<file path="src/hw/opb_dram_pkg.sv">
`default_nettype none

package opb_dram_pkg;

   // bus side word, address and data share one width
   typedef logic [31:0] bus_word_t;

   typedef logic [31:0]  dram_addr_t;   // native port command address
   typedef logic [287:0] dram_data_t;   // one beat, nine 32-bit words
   typedef logic [2:0]   word_idx_t;    // only words 0..7 are reachable
   typedef logic [31:0]  ctr_t;

   // controller command encoding
   typedef enum logic [2:0] {
      cmd_write = 3'd0,                 // never issued by the bridge
      cmd_read  = 3'd1
   } dram_cmd_t;

   typedef enum logic [2:0] {
      ds_idle      = 3'd0,
      ds_read_init = 3'd1,              // load command registers
      ds_read_hold = 3'd2,              // hold command until dram_rdy
      ds_read_wait = 3'd3,              // collect both beats
      ds_read_resp = 3'd4               // hand the word to the bus side
   } dram_state_t;

   typedef enum logic [2:0] {
      os_idle   = 3'd0,
      os_select = 3'd1,
      os_read   = 3'd2,
      os_read_x = 3'd3
   } opb_state_t;

   // one burst is two beats of eight used words
   localparam int unsigned burst_bytes = 64;

   // column step of the controller address per burst
   localparam int unsigned burst_cols = 8;

endpackage

`default_nettype wire
</file>
<file path="src/hw/opb_dram_bridge.sv">
`timescale 1ns/1ps
`default_nettype none

module opb_dram_bridge #(
   parameter opb_dram_pkg::bus_word_t base_addr = 32'h1000_0000,
   parameter opb_dram_pkg::bus_word_t high_addr = 32'h1000_0FFF
) (
   input  wire                           dram_clk,
   input  wire                           dram_rst,
   input  wire opb_dram_pkg::bus_word_t  abus,
   input  wire                           rnw,
   input  wire                           select,
   input  wire opb_dram_pkg::bus_word_t  page_base,      // software page register
   input  wire opb_dram_pkg::dram_data_t dram_rd_data,
   input  wire                           dram_rd_data_valid,
   input  wire                           dram_rd_data_end,
   input  wire                           dram_rdy,
   input  wire                           ctr_clear,
   output wire opb_dram_pkg::bus_word_t  rd_dbus,
   output wire                           xfer_ack,
   output wire                           tout_sup,
   output wire opb_dram_pkg::dram_addr_t dram_addr,
   output wire opb_dram_pkg::dram_cmd_t  dram_cmd,
   output wire                           dram_en,
   output wire opb_dram_pkg::ctr_t       ctr_idle,
   output wire opb_dram_pkg::ctr_t       ctr_read_init,
   output wire opb_dram_pkg::ctr_t       ctr_read_hold,
   output wire opb_dram_pkg::ctr_t       ctr_read_wait,
   output wire opb_dram_pkg::ctr_t       ctr_read_resp
);

   wire                            in_window;
   wire                            capture;
   wire opb_dram_pkg::dram_addr_t  mapped_addr;
   wire                            beat_sel;
   wire opb_dram_pkg::word_idx_t   word_idx;
   wire                            read_en;       // level request, bus to DRAM side
   wire                            read_done;
   wire opb_dram_pkg::bus_word_t   read_word;
   wire opb_dram_pkg::dram_state_t seq_state;

   opb_addr_decode #(.base_addr(base_addr), .high_addr(high_addr)) addr_decode_i (
      .dram_clk(dram_clk), .dram_rst(dram_rst), .abus(abus), .capture(capture),
      .page_base(page_base), .in_window(in_window), .dram_addr(mapped_addr),
      .beat_sel(beat_sel), .word_idx(word_idx)
   );

   opb_slave_fsm slave_fsm_i (
      .dram_clk(dram_clk), .dram_rst(dram_rst), .select(select), .rnw(rnw),
      .in_window(in_window), .read_done(read_done), .read_word(read_word),
      .capture(capture), .read_en(read_en), .xfer_ack(xfer_ack),
      .tout_sup(tout_sup), .rd_dbus(rd_dbus)
   );

   dram_read_seq read_seq_i (
      .dram_clk(dram_clk), .dram_rst(dram_rst), .read_en(read_en),
      .mapped_addr(mapped_addr), .beat_sel(beat_sel), .word_idx(word_idx),
      .dram_rdy(dram_rdy), .dram_rd_data(dram_rd_data),
      .dram_rd_data_valid(dram_rd_data_valid), .dram_rd_data_end(dram_rd_data_end),
      .read_done(read_done), .read_word(read_word), .dram_addr(dram_addr),
      .dram_cmd(dram_cmd), .dram_en(dram_en), .state(seq_state)
   );

   dram_state_counters state_counters_i (
      .dram_clk(dram_clk), .ctr_clear(ctr_clear), .state(seq_state),
      .ctr_idle(ctr_idle), .ctr_read_init(ctr_read_init),
      .ctr_read_hold(ctr_read_hold), .ctr_read_wait(ctr_read_wait),
      .ctr_read_resp(ctr_read_resp)
   );

endmodule

`default_nettype wire

</file>
<file path="src/hw/dram_state_counters.sv">
`timescale 1ns/1ps
`default_nettype none

module dram_state_counters (
   input  wire                            dram_clk,
   input  wire                            ctr_clear,
   input  wire opb_dram_pkg::dram_state_t state,
   output opb_dram_pkg::ctr_t             ctr_idle,
   output opb_dram_pkg::ctr_t             ctr_read_init,
   output opb_dram_pkg::ctr_t             ctr_read_hold,
   output opb_dram_pkg::ctr_t             ctr_read_wait,
   output opb_dram_pkg::ctr_t             ctr_read_resp
);

   localparam int n_states = 5;

   opb_dram_pkg::ctr_t counts [n_states];   // indexed by state encoding

   // software clear only, counters survive a bridge reset
   always_ff @(posedge dram_clk) begin
      if (ctr_clear) begin
         for (int i = 0; i < n_states; i++) begin
            counts[i] <= '0;
         end
      end else begin
         for (int i = 0; i < n_states; i++) begin
            if (state == opb_dram_pkg::dram_state_t'(i)) begin
               counts[i] <= counts[i] + 1'b1;
            end
         end
      end
   end

   assign ctr_idle      = counts[0];
   assign ctr_read_init = counts[1];
   assign ctr_read_hold = counts[2];
   assign ctr_read_wait = counts[3];
   assign ctr_read_resp = counts[4];

endmodule

`default_nettype wire

</file>
<file path="src/hw/dram_read_seq.sv">
`timescale 1ns/1ps
`default_nettype none

module dram_read_seq (
   input  wire                           dram_clk,
   input  wire                           dram_rst,
   input  wire                           read_en,
   input  wire opb_dram_pkg::dram_addr_t mapped_addr,
   input  wire                           beat_sel,
   input  wire opb_dram_pkg::word_idx_t  word_idx,
   input  wire                           dram_rdy,
   input  wire opb_dram_pkg::dram_data_t dram_rd_data,
   input  wire                           dram_rd_data_valid,
   input  wire                           dram_rd_data_end,
   output logic                          read_done,
   output opb_dram_pkg::bus_word_t       read_word,
   output opb_dram_pkg::dram_addr_t      dram_addr,
   output opb_dram_pkg::dram_cmd_t       dram_cmd,
   output logic                          dram_en,
   output opb_dram_pkg::dram_state_t     state
);

   logic                     read_en_q;    // previous request level
   opb_dram_pkg::dram_data_t beat0;
   opb_dram_pkg::dram_data_t beat1;
   opb_dram_pkg::dram_data_t sel_beat;

   assign sel_beat = beat_sel ? beat1 : beat0;

   always_ff @(posedge dram_clk) begin
      if (dram_rst) begin
         state     <= opb_dram_pkg::ds_idle;
         read_en_q <= 1'b0;
         read_done <= 1'b0;
         dram_en   <= 1'b0;
         dram_cmd  <= opb_dram_pkg::cmd_write;
         dram_addr <= '0;
      end else begin
         read_en_q <= read_en;

         case (state)
            opb_dram_pkg::ds_idle: begin
               if (read_en && !read_en_q) begin   // rising edge of the request
                  state <= opb_dram_pkg::ds_read_init;
               end
            end

            opb_dram_pkg::ds_read_init: begin
               state     <= opb_dram_pkg::ds_read_hold;
               dram_en   <= 1'b1;
               dram_cmd  <= opb_dram_pkg::cmd_read;
               dram_addr <= mapped_addr;
            end

            opb_dram_pkg::ds_read_hold: begin
               // controller back-pressure, keep the command until taken
               if (dram_rdy) begin
                  state     <= opb_dram_pkg::ds_read_wait;
                  dram_en   <= 1'b0;
                  dram_cmd  <= opb_dram_pkg::cmd_write;
                  dram_addr <= '0;
               end
            end

            opb_dram_pkg::ds_read_wait: begin
               if (dram_rd_data_end) begin
                  state <= opb_dram_pkg::ds_read_resp;
               end
            end

            opb_dram_pkg::ds_read_resp: begin
               // done follows the request level, aborted reads just drain
               read_done <= read_en;
               if (!read_en) begin
                  state <= opb_dram_pkg::ds_idle;
               end
            end

            default: begin
               state <= opb_dram_pkg::ds_idle;
            end
         endcase
      end
   end

   // burst data path
   always_ff @(posedge dram_clk) begin
      if (state == opb_dram_pkg::ds_read_wait) begin
         if (dram_rd_data_end) begin
            beat1 <= dram_rd_data;         // closing beat
         end else if (dram_rd_data_valid) begin
            beat0 <= dram_rd_data;
         end
      end
      if (state == opb_dram_pkg::ds_read_resp && !read_done) begin
         read_word <= sel_beat[{word_idx, 5'd0} +: 32];   // word 8 never picked
      end
   end

   en_implies_read: assert property (
      @(posedge dram_clk) disable iff (dram_rst)
      dram_en |-> (dram_cmd == opb_dram_pkg::cmd_read)
   );

   // controller may stall, the address must not move meanwhile
   addr_stable_while_stalled: assert property (
      @(posedge dram_clk) disable iff (dram_rst)
      (dram_en && !dram_rdy) |=> $stable(dram_addr)
   );

endmodule

`default_nettype wire

</file>
<file path="src/hw/opb_slave_fsm.sv">
`timescale 1ns/1ps
`default_nettype none

module opb_slave_fsm (
   input  wire                          dram_clk,
   input  wire                          dram_rst,
   input  wire                          select,
   input  wire                          rnw,
   input  wire                          in_window,
   input  wire                          read_done,
   input  wire opb_dram_pkg::bus_word_t read_word,
   output logic                         capture,
   output logic                         read_en,
   output logic                         xfer_ack,
   output logic                         tout_sup,
   output opb_dram_pkg::bus_word_t      rd_dbus
);

   opb_dram_pkg::opb_state_t state;

   // only reads inside the window are claimed, writes stay unanswered
   assign capture = (state == opb_dram_pkg::os_idle) && select && rnw && in_window;

   always_ff @(posedge dram_clk) begin
      if (dram_rst) begin
         state    <= opb_dram_pkg::os_idle;
         read_en  <= 1'b0;
         xfer_ack <= 1'b0;
         tout_sup <= 1'b0;
         rd_dbus  <= '0;
      end else begin
         xfer_ack <= 1'b0;                 // ack is a single pulse
         rd_dbus  <= '0;                   // bus data only valid with ack

         case (state)
            opb_dram_pkg::os_idle: begin
               if (capture) begin
                  state <= opb_dram_pkg::os_select;
               end
            end

            opb_dram_pkg::os_select: begin
               if (select) begin
                  state    <= opb_dram_pkg::os_read;
                  read_en  <= 1'b1;        // level request to the sequencer
                  tout_sup <= 1'b1;        // DRAM latency exceeds bus timeout
               end else begin
                  state <= opb_dram_pkg::os_idle;
               end
            end

            opb_dram_pkg::os_read: begin
               if (!select) begin
                  // master gave up, sequencer finishes the burst on its own
                  state    <= opb_dram_pkg::os_idle;
                  read_en  <= 1'b0;
                  tout_sup <= 1'b0;
               end else if (read_done) begin
                  state    <= opb_dram_pkg::os_read_x;
                  read_en  <= 1'b0;
                  tout_sup <= 1'b0;
                  xfer_ack <= 1'b1;
                  rd_dbus  <= read_word;
               end
            end

            opb_dram_pkg::os_read_x: begin
               state <= opb_dram_pkg::os_idle;   // let read_done fall first
            end

            default: begin
               state <= opb_dram_pkg::os_idle;
            end
         endcase
      end
   end

   // one ack per claimed read, never a stretched pulse
   ack_single_cycle: assert property (
      @(posedge dram_clk) disable iff (dram_rst)
      xfer_ack |=> !xfer_ack
   );

endmodule

`default_nettype wire

</file>
<file path="src/hw/opb_addr_decode.sv">
`timescale 1ns/1ps
`default_nettype none

module opb_addr_decode #(
   parameter opb_dram_pkg::bus_word_t base_addr = 32'h0000_0000,
   parameter opb_dram_pkg::bus_word_t high_addr = 32'h0000_0FFF
) (
   input  wire                          dram_clk,
   input  wire                          dram_rst,
   input  wire opb_dram_pkg::bus_word_t abus,
   input  wire                          capture,
   input  wire opb_dram_pkg::bus_word_t page_base,
   output logic                         in_window,
   output opb_dram_pkg::dram_addr_t     dram_addr,
   output logic                         beat_sel,
   output opb_dram_pkg::word_idx_t      word_idx
);

   opb_dram_pkg::bus_word_t offset;

   assign offset    = abus - base_addr;   // byte offset into the window
   assign in_window = (abus >= base_addr) && (abus <= high_addr);

   // mapping is frozen at claim time so the sequencer sees a stable address
   always_ff @(posedge dram_clk) begin
      if (dram_rst) begin
         dram_addr <= '0;
         beat_sel  <= 1'b0;
         word_idx  <= '0;
      end else if (capture) begin
         dram_addr <= page_base
                      + (offset / opb_dram_pkg::burst_bytes) * opb_dram_pkg::burst_cols;
         beat_sel  <= offset[5];            // upper half of the burst
         word_idx  <= offset[4:2];          // word within the beat
      end
   end

   // the slave must never claim a cycle outside the window
   capture_in_window: assert property (
      @(posedge dram_clk) disable iff (dram_rst)
      capture |-> in_window
   );

endmodule

`default_nettype wire

</file>
<file path="config.mk">
export PLATFORM = sky130hd
export DESIGN_NAME = opb_dram_bridge
export DESIGN_NICKNAME = d
export VERILOG_FILES = /design/src/hw/opb_dram_pkg.sv /design/src/hw/opb_dram_bridge.sv /design/src/hw/dram_state_counters.sv /design/src/hw/dram_read_seq.sv /design/src/hw/opb_slave_fsm.sv /design/src/hw/opb_addr_decode.sv
export SDC_FILE = /design/constraint.sdc
export NUM_CORES = 1
export LEC_CHECK = 0
export BUFFER_PORTS_ARGS = -buffer_cell sky130_fd_sc_hd__buf_2
export CAP_MARGIN = 20
export CORE_MARGIN = 5
export CORE_UTILIZATION = 58
export CTS_BUF_LIST = sky130_fd_sc_hd__clkbuf_2 sky130_fd_sc_hd__clkbuf_4 sky130_fd_sc_hd__clkbuf_8
export CTS_CLUSTER_SIZE = 12
export DETAILED_ROUTE_END_ITERATION = 12
export PLACE_DENSITY = 0.8
export SKIP_CTS_REPAIR_TIMING = 1
export SLEW_MARGIN = 20
export SYNTH_ARGS = -nofsm -noshare
export SYNTH_HDL_FRONTEND = slang
export SYNTH_SLANG_ARGS = --single-unit
</file>
<file path="constraint.sdc">
create_clock -name dram_clk -period 25.4 [get_ports dram_clk]
set_clock_uncertainty 0.15 [all_clocks]
set_input_delay 1.27 -clock dram_clk [delete_from_list [all_inputs] [get_ports dram_clk]]
set_output_delay 1.27 -clock dram_clk [all_outputs]
set_load 0.05 [all_outputs]
</file>
==> Word-level counts from Yosys, hierarchy flattened <==
Memories as Yosys holds them, arrays and structs flattened.
Cells that the tools add are included.
{ "totals": {"memories": 1, "output_inout_bits": 230, "ram_bits": 160, "register_bits": 722, "input_bits": 360, "word_cells": 113} }
{ "memory_table": {"columns": ["name", "words", "width", "rd", "rd_clocked_by_memory_dff", "write_ports", "line", "text"], "rows": [
  ["state_counters_i.counts", 5, 32, 5, 0, 5, "dram_state_counters.sv:17", "opb_dram_pkg::ctr_t counts [n_states];"]
]} }
{ "classes": {"shifts": 1, "n_mux": 44, "n_lt_le_gt_ge": 2, "n_bitwise": 9, "reduce_logical": 20, "n_eq_ne": 13, "n_addsub": 7} }
{ "op_table": {"columns": ["operator", "n"], "rows": [
  ["288-bit two-way mux", 1],
  ["288-bit by 9-bit variable part select with 32-bit output", 1],
  ["32-bit two-way mux", 6],
  ["32-bit by 1-bit adder with 32-bit output, second input constant", 5],
  ["32-bit case mux with 2 select lines", 1],
  ["32-bit by 29-bit adder with 32-bit output", 1],
  ["32-bit by 29-bit >= comparator with 1-bit output, second input constant", 1],
  ["32-bit by 29-bit <= comparator with 1-bit output, second input constant", 1],
  ["32-bit by 29-bit subtractor with 32-bit output, second input constant", 1],
  ["3-bit two-way mux", 8],
  ["1-bit two-way mux", 22],
  ["3-bit case mux with 5 select lines", 1],
  ["2-bit != test, second input constant", 5],
  ["3-bit by 2-bit == test with 1-bit output, second input constant", 3],
  ["3-bit case mux with 3 select lines", 1],
  ["3-bit by 1-bit == test with 1-bit output, second input constant", 2],
  ["1-bit logical AND", 6],
  ["3-bit zero test", 2],
  ["3-bit case mux with 2 select lines", 1],
  ["2-bit AND reduction", 3],
  ["3-bit AND reduction", 2],
  ["1-bit OR", 5],
  ["1-bit NOT", 4],
  ["1-bit case mux with 2 select lines", 2],
  ["9 further kinds", 11]
]} }

==> Longest topological paths before layout <==
Gate-level depths: netlist (run 1).
{ "logic_depth": {"depth_word": 6, "mapped_depth": 11} }

==> Hierarchy <==
Synthesis (run 1) repeated with hierarchy kept, for this count alone.
{ "hier_totals": {"cells_unflattened": 2341, "area_unflattened_um2": 34812.1} }
{ "modules_own_cells": {"columns": ["module", "n_inst", "area_per_inst_um2", "cells_per_inst", "seq_area_each_um2"], "rows": [
  ["dram_read_seq", 1, 21401.8, 962, 17096.4],
  ["dram_state_counters", 1, 9036.2, 877, 4804.6],
  ["opb_addr_decode", 1, 3031.7, 381, 720.7],
  ["opb_slave_fsm", 1, 1342.5, 121, 720.7]
]} }

==> Worst setup path after synthesis (run 1) <==
No wires, ideal clock.
{ "synth_timing": {"path_type": "input to register", "startpoint": "input port dram_rd_data_end", "endpoint": "register read_seq_i.beat0[0] (enable)", "stages": 1, "arrival_ns": 19.585, "slack_ns": 4.428, "setup_ns": 1.237, "cell_sequence": "nor3b_1"} }
{ "synth_between": {"elab_chain_len": 2} }
{ "synth_lines": {"columns": ["element", "line", "text"], "rows": [
  ["from (decl)", "opb_dram_bridge.sv:16", "input wire dram_rd_data_end,"],
  ["1-bit NOT (no source line)", null, null],
  ["3-bit AND reduction (no source line)", null, null],
  ["to (signal assigned)", "dram_read_seq.sv:92", "beat0 <= dram_rd_data;"],
  ["to (decl)", "dram_read_seq.sv:24", "opb_dram_pkg::dram_data_t beat0;"]
]} }
No other way between the ends.
A chain may end at the register's enable or synchronous reset.

==> Final worst setup path (run 1) <==
{ "layout_timing": {"startpoint": "register read_seq_i.state[1]", "endpoint": "register read_seq_i.beat0[224] (enable)"} }
{ "layout_between": {"elab_chain_len": 2} }
{ "layout_lines": {"columns": ["element", "line", "text"], "rows": [
  ["from (decl)", "dram_read_seq.sv:20", "output opb_dram_pkg::dram_state_t state"],
  ["from (signal assigned)", "dram_read_seq.sv:32", "state <= opb_dram_pkg::ds_idle;"],
  ["from (signal assigned)", "dram_read_seq.sv:44", "state <= opb_dram_pkg::ds_read_init;"],
  ["from (signal assigned)", "dram_read_seq.sv:49", "state <= opb_dram_pkg::ds_read_hold;"],
  ["3-bit by 2-bit == test with 1-bit output", "dram_read_seq.sv:88", "if (state == opb_dram_pkg::ds_read_wait) begin"],
  ["3-bit AND reduction (no source line)", null, null]
]} }
No other way between the ends.

==> results.toml, run 1 <==
[clock_network]
cts_max_level = 4
clk_latency_worst_skew_pair_ns = 0.79
clkSinkCount = 814
cts_inserted_buffers = 130
tritoncts = "built"
cts-root-buf = "sky130_fd_sc_hd__clkbuf_8"
clk_path_buf_depth = 3
clk_pin_slew_ns = 0.06

[yosys]
yosysWarnings = 0
netlist-cell-type-count = 70
netlist_instances = 2116
synth-main-ff-cell = "sky130_fd_sc_hd__edfxtp_1"
ys_seq_elements = 814
synth-edff-count = 704
avgSynthCellArea_um2 = 15.92
sequential_area_share_after_synthesis_pct = 69.28
async_reset_ff_share_pct = 0
syn_area_um2 = 33690

[finish]
syn2layout_area_growth_pct = 18.81
layout.cells.non_filler = 3622
nets = 3117
layout-drive-gt1-share_pct = 35.21
fillCellCount = 3756

[sta]
timing_hold_violations_final = 0
final.hold.worst_slack_ns = 0.2837
report.final.slew_viol_count = 0
rsz_0062_raised_after_global_routing = "false"
final-setup-viol-count = 0
worst_slew_pin_slew_ns = 1.271
slew_headroom_pct = 15.25
fmax_mhz = 285.5
fin_tns_setup_ns = 0
finalCritPeriodShare_pct = 13.79
timing.final.crit_period_ns = 3.502

[worst_setup_path]
critical-path-top-delay-family = "buffers and inverters"
worst_setup_path_end_kind = "flop"
cp_slowest_cell = "sky130_fd_sc_hd__buf_4"
critical_path_required_ns = 25.64
setup_slack_reg_to_reg_ns = 21.90
buffer_and_inverter_count_on_the_worst_path = 2
path_cells = "nor2b_1 > nand2_1 > nor3b_2 > buf_12 > buf_4"
timing.critical_path.from_type = "flop"
crit_type = "reg -> reg"
slowest_delay_ns = 0.89
critPathMaxFanout = 183
worstPathArrival_ns = 3.74

[die]
die_width_um = 251.0
design.core.area_um2 = 57590
die-height_um = 251.0
initial_core_util_pct = 58.51
overall_die_area_um2 = 63010
fp-row-count = 88
ios = 590

[global_routing]
grtUsageTotal_pct = 25.56
grt_antenna_before_repair = 47
maximum_number_of_pins_on_one_net_before_global_route_repair = 184
first_global_vias = 21270
global_route_wire_length_before_repair_um = 123900
globalRouteOverflowTotal = 0

[status]
outcome = "finished, final reports clean"

[drt]
drt.antenna.violating_nets = 0
drt-total-wl_um = 82630
drt_pass1_iterations = 5
via_per_inst = 5.813
num_vias = 21050
remaining_routing_drc_violations = 0
drt_first_iter_violations = 1718
wl_per_cell_um = 22.81

[placed_design]
dpl.cell_count = 3356
place.port_buffers = 555
finalWeightedCongestion = 0.9259
dpl.hpwl_um = 55700

[hold_path]
hp-class = "reg -> reg"

[pwr]
power.density_cell_area_nw_per_um2 = 70.43
power.leakage_nw = 14.42
vdd_drop_max_v = 0.00006507

[flow_run]
max-cap-violations = 0
-- cells by family after synthesis --
family	synth area share (%)
adder cells (fa/ha/maj)	1.285
buffers and inverters	1.430
XOR/XNOR	3.821
AO/OA/AOI/OAI	4.274
AND/OR/NAND/NOR	9.087
other	0.01113
multiplexers	10.81
flip-flops	69.28
-- state kept, by name, indices dropped and copies added, names as in the netlist --
name and count:
read_seq_i.beat0 256, read_seq_i.beat1 256, state_counters_i.counts 160, addr_decode_i.dram_addr 32
read_seq_i.dram_addr 32, read_seq_i.read_word 32, slave_fsm_i.rd_dbus 32, addr_decode_i.word_idx 3
read_seq_i.state 3, slave_fsm_i.state 2, addr_decode_i.beat_sel 1, read_seq_i.dram_en 1
read_seq_i.read_done 1, read_seq_i.read_en_q 1, slave_fsm_i.read_en 1, slave_fsm_i.xfer_ack 1
-- cell usage after synthesis, types with 24 or more instances --
master	n	area, um2
sky130_fd_sc_hd__xor2_1	105	919.6
sky130_fd_sc_hd__mux4_2	160	3603
sky130_fd_sc_hd__nand2_1	112	420.4
sky130_fd_sc_hd__and3_1	27	168.9
sky130_fd_sc_hd__nor2_1	221	829.6
sky130_fd_sc_hd__nand3_1	66	330.3
sky130_fd_sc_hd__and2_1	46	287.8
sky130_fd_sc_hd__edfxtp_1	704	21140
sky130_fd_sc_hd__clkbuf_1	68	255.2
sky130_fd_sc_hd__ha_1	33	412.9
sky130_fd_sc_hd__dfxtp_1	110	2202
sky130_fd_sc_hd__nand4_1	42	262.8
sky130_fd_sc_hd__a22oi_1	33	247.7
sky130_fd_sc_hd__xnor2_1	42	367.9
sky130_fd_sc_hd__o21ai_0	34	170.2
sky130_fd_sc_hd__buf_2	24	120.1
sky130_fd_sc_hd__a21oi_1	75	375.4
-- worst reg2reg max path: stages, from the launching register on --
cell                      delay (ns)
sky130_fd_sc_hd__dfxtp_1        0.50
sky130_fd_sc_hd__nor2b_1        0.27
sky130_fd_sc_hd__nand2_1        0.12
sky130_fd_sc_hd__nor3b_2        0.27
sky130_fd_sc_hd__buf_12         0.57
sky130_fd_sc_hd__buf_4          1.20
-- cells in the final DEF, fill, tap and decap left out, types with 16 or more instances in the layout --
| master | synthesis | layout |
|---|---|---|
| sky130_fd_sc_hd__ha_1 | 33 | 33 |
| sky130_fd_sc_hd__xor2_1 | 105 | 105 |
| sky130_fd_sc_hd__a22oi_1 | 33 | 33 |
| sky130_fd_sc_hd__nor2_1 | 221 | 220 |
| sky130_fd_sc_hd__mux4_2 | 160 | 160 |
| sky130_fd_sc_hd__diode_2 | 0 | 28 |
| sky130_fd_sc_hd__buf_4 | 4 | 18 |
| sky130_fd_sc_hd__edfxtp_1 | 704 | 704 |
| sky130_fd_sc_hd__or3_1 | 21 | 21 |
| sky130_fd_sc_hd__clkbuf_4 | 0 | 60 |
| sky130_fd_sc_hd__clkbuf_8 | 0 | 144 |
| sky130_fd_sc_hd__dfxtp_1 | 110 | 106 |
| sky130_fd_sc_hd__a21o_1 | 17 | 16 |
| sky130_fd_sc_hd__nand4_1 | 42 | 42 |
| sky130_fd_sc_hd__and4_1 | 18 | 17 |
| sky130_fd_sc_hd__a21oi_1 | 75 | 75 |
| sky130_fd_sc_hd__and3_1 | 27 | 27 |
| sky130_fd_sc_hd__o21ai_0 | 34 | 34 |
| sky130_fd_sc_hd__buf_2 | 24 | 555 |
| sky130_fd_sc_hd__xnor2_1 | 42 | 42 |
| sky130_fd_sc_hd__nand2_1 | 112 | 112 |
| sky130_fd_sc_hd__nand3_1 | 66 | 66 |
| sky130_fd_sc_hd__nor3_1 | 21 | 19 |
| sky130_fd_sc_hd__and2_1 | 46 | 46 |
-- final cells by class --
cell class                      count  area, um2  area share (%)
Clock inverter                     34      299.0          0.7470
Timing Repair Buffer              575       2953           7.376
Inverter                           15      63.81          0.1594
Multi-Input combinational cell   1187       9905           24.74
Sequential cell                   814      23350           58.33
Antenna cell                       28      70.07          0.1750
Tap cell                          765      957.2           2.391
Clock buffer                      204       2432           6.076
-- metrics by stage --
stage	instance area (um2)	worst slack [ns]	total power (W)	util, %
finish	40030	21.90	0.002820	69.52
global route	39990	21.71	0.002929	69.44
CTS	39960	21.87	0.002847	69.39
detailed placement	37230	21.32	0.001704	64.65
global placement	37230	21.34	0.001697	64.65
floorplan	33700	4.428	0.001630	-
-- layer usage --
layer	global-route usage [%]	wire length (um)	vias to the layer above
met5	0	301	-
met4	8.124	2098	48
met3	9.001	7519	192
met2	43.14	41770	860
met1	31.32	30940	10460
li1	-	-	9490
-- final timing paths --
| path | depth (start not counted) | endpoint | from |
|---|---|---|---|
| max | 5 | read_seq_i.beat0[224] | read_seq_i.state[1] |
| min | 1 | slave_fsm_i.rd_dbus[12] | read_seq_i.read_word[12] |
| max reg2reg | 5 | read_seq_i.beat0[224] | read_seq_i.state[1] |
| min reg2reg | 1 | slave_fsm_i.rd_dbus[12] | read_seq_i.read_word[12] |
-- where the power goes --
part / leakage [nW] / internal [W] / total, W / switching (W)
logic: 5.49 / 0.0000599 / 0.000190 / 0.000130
clock network: 1.45 / 0.000628 / 0.00114 / 0.000514
registers: 7.48 / 0.00147 / 0.00149 / 0.0000191
total: 14.4 / 0.00216 / 0.00282 / 0.000662
(Power assumes the default switching activity.)
==> run 2: changes to the inputs <==
--- a/config.mk
+++ b/config.mk
@@ -8,11 +8,11 @@
 export BUFFER_PORTS_ARGS = -buffer_cell sky130_fd_sc_hd__buf_2
 export CAP_MARGIN = 20
 export CORE_MARGIN = 5
-export CORE_UTILIZATION = 58
+export CORE_UTILIZATION = 52
 export CTS_BUF_LIST = sky130_fd_sc_hd__clkbuf_2 sky130_fd_sc_hd__clkbuf_4 sky130_fd_sc_hd__clkbuf_8
 export CTS_CLUSTER_SIZE = 12
 export DETAILED_ROUTE_END_ITERATION = 12
-export PLACE_DENSITY = 0.8
+export PLACE_DENSITY = 0.76
 export SKIP_CTS_REPAIR_TIMING = 1
 export SLEW_MARGIN = 20
 export SYNTH_ARGS = -nofsm -noshare
==> constraint.sdc (replaced) <==
create_clock -name dram_clk -period 2.9 [get_ports dram_clk]
set_clock_uncertainty 0.15 [all_clocks]
set_input_delay 0.145 -clock dram_clk [delete_from_list [all_inputs] [get_ports dram_clk]]
set_output_delay 0.145 -clock dram_clk [all_outputs]
set_load 0.05 [all_outputs]
==> run 2 against run 1 <==
Against the previous run:
- the run now ends with hold timing left
- sequential share of layout area decreased by 7.7 points
- combinational power increased to 13 times the previous value
- register-to-register slack got worse by 22 ns
==> results.toml, run 2 (synthesis results as in run 1) <==
[worst_setup_path]
cp_slowest_cell = "sky130_fd_sc_hd__dlygate4sd3_1"
timing.critical_path.from_type = "input port"
path_cells = "dlygate4sd3_1 > buf_2 > ha_1 > o211ai_1 > a211oi_1 > o21ai_0 > buf_4 > a2111o_1 > a21oi_1 > xnor2_1 > dlygate4sd3_1 > a21oi_1"
critical_path_required_ns = 3.36
worstPathArrival_ns = 3.33
slowest_delay_ns = 0.56
crit_type = "in -> reg"
worst_setup_path_end_kind = "flop"
critPathMaxFanout = 5

[hold_path]
hp-class = "in -> reg"

[sta]
timing.final.crit_period_ns = 2.879
finalCritPeriodShare_pct = 99.28
worst_slew_pin_slew_ns = 0.8714
fmax_mhz = 347.3
final-setup-viol-count = 0
report.final.slew_viol_count = 0
timing_hold_violations_final = 4
final.hold.worst_slack_ns = -0.05172
slew_headroom_pct = 41.91

[placed_design]
place.port_buffers = 555
dpl.hpwl_um = 57170
finalWeightedCongestion = 0.8778
dpl_cell_area_um2 = 37760

[drt]
drt_first_iter_violations = 2847
drt_pass1_iterations = 8
drt-total-wl_um = 105700
via_per_inst = 5.791
wl_per_cell_um = 24.70
remaining_routing_drc_violations = 0
num_vias = 24790
drt.antenna.violating_nets = 0

[finish]
fillCellCount = 3762
layout-drive-gt1-share_pct = 30.11
postLayoutCellArea_um2 = 46130
nets = 3693
final_common_cell = "sky130_fd_sc_hd__edfxtp_1"
reg.largest.list = "read_seq_i.beat0 (256), read_seq_i.beat1 (256), state_counters_i.counts (160)"
layout.cells.most_common_list = "sky130_fd_sc_hd__edfxtp_1 (704), sky130_fd_sc_hd__buf_2 (555), sky130_fd_sc_hd__dlygate4sd3_1 (547)"
syn2layout_area_growth_pct = 36.90

[pwr]
power.density_cell_area_nw_per_um2 = 570.8
p_sw_w = 0.006528
p_comb_share_pct = 9.0
cell_internal_pwr_w = 0.01980
clockPowerShare_pct = 41.5
power_consumption_w = 0.02633
pwr-share-seq_pct = 49.5
vdd_drop_max_v = 0.0007563
switching_share_of_total_power_pct = 24.80
power.leakage_nw = 16.96

[clock_network]
clk_latency_worst_skew_pair_ns = 0.78
tritoncts = "built"
cts_max_level = 4
clk_path_buf_depth = 3
clk_pin_slew_ns = 0.07
cts-root-buf = "sky130_fd_sc_hd__clkbuf_8"
cts_inserted_buffers = 134
clkSinkCount = 814

[die]
die-height_um = 264.6
die_width_um = 264.6
design.core.area_um2 = 64350
overall_die_area_um2 = 69990
initial_core_util_pct = 52.36
ios = 590
fp-row-count = 93

[global_routing]
globalRouteOverflowTotal = 0
global_route_wire_length_before_repair_um = 124900
first_global_vias = 21690
maximum_number_of_pins_on_one_net_before_global_route_repair = 102
grtUsageTotal_pct = 22.88
grt_antenna_before_repair = 20

[status]
failed_checks = "hold timing"
outcome = "complete, but fails checks"

[flow_run]
max-cap-violations = 0
[run 2: final timing paths]
path / end / startpoint / slack (ns) / cells past startpoint
max: addr_decode_i.dram_addr[31] / page_base[8] / 0.02 / 12
max reg2reg: addr_decode_i.word_idx[1] / slave_fsm_i.state[0] / 0.26 / 6
min: addr_decode_i.dram_addr[11] / abus[14] / -0.05 / 6
min reg2reg: slave_fsm_i.rd_dbus[1] / read_seq_i.read_word[1] / 0.29 / 1
[run 2: cell type report]
class                           count  area (um2)  area share, %
Antenna cell                       18       45.04        0.09765
Clock buffer                      203        2450          5.311
Clock inverter                     42       392.9         0.8517
Inverter                           15       60.06         0.1302
Multi-Input combinational cell   1187        9925          21.52
Sequential cell                   814       23360          50.63
Tap cell                          855        1070          2.319
Timing Repair Buffer             1147        8828          19.14
[run 2: metrics by stage]
step / instances / TNS [ns] / worst slack, ns / util (%)
global placement: 3471 / 0 / 0.1127 / 58.68
global route: 4275 / -0.03492 / -0.03492 / 71.66
floorplan: 2117 / -1788.16 / -4.816 / -
CTS: 3716 / 0 / 0.2864 / 63.10
detailed placement: 3471 / 0 / 0.09173 / 58.68
finish: 4281 / 0 / 0.02082 / 71.68
[run 2: critical path: cells and delay by family]
| kind | cells | cell delay [ns] |
|---|---|---|
| AOI/OAI and AO/OA | 6 | 1.27 |
| xor gates and xnor gates | 1 | 0.14 |
| adders and majority gates | 1 | 0.35 |
| buffers and inverters | 4 | 1.43 |
[run 2: per-layer routing]
metal,vias to the layer above,track usage [%],wire [um]
met3,294,7.722,9066
li1,10630,-,-
met1,12300,28.88,38040
met4,8,7.077,4013
met2,1558,37.97,54570
met5,-,0,49
[run 2: power by group through the flow]
stage / clock network, W / registers [W] / logic, W
4_1_cts: 0.0107 / 0.0130 / 0.00167
2_1_floorplan: 0 / 0.0137 / 0.000594
5_1_grt: 0.0116 / 0.0130 / 0.00252
3_5_place_dp: 0 / 0.0133 / 0.00166
6_report: 0.0109 / 0.0130 / 0.00238
3_3_place_gp: 0 / 0.0133 / 0.00162
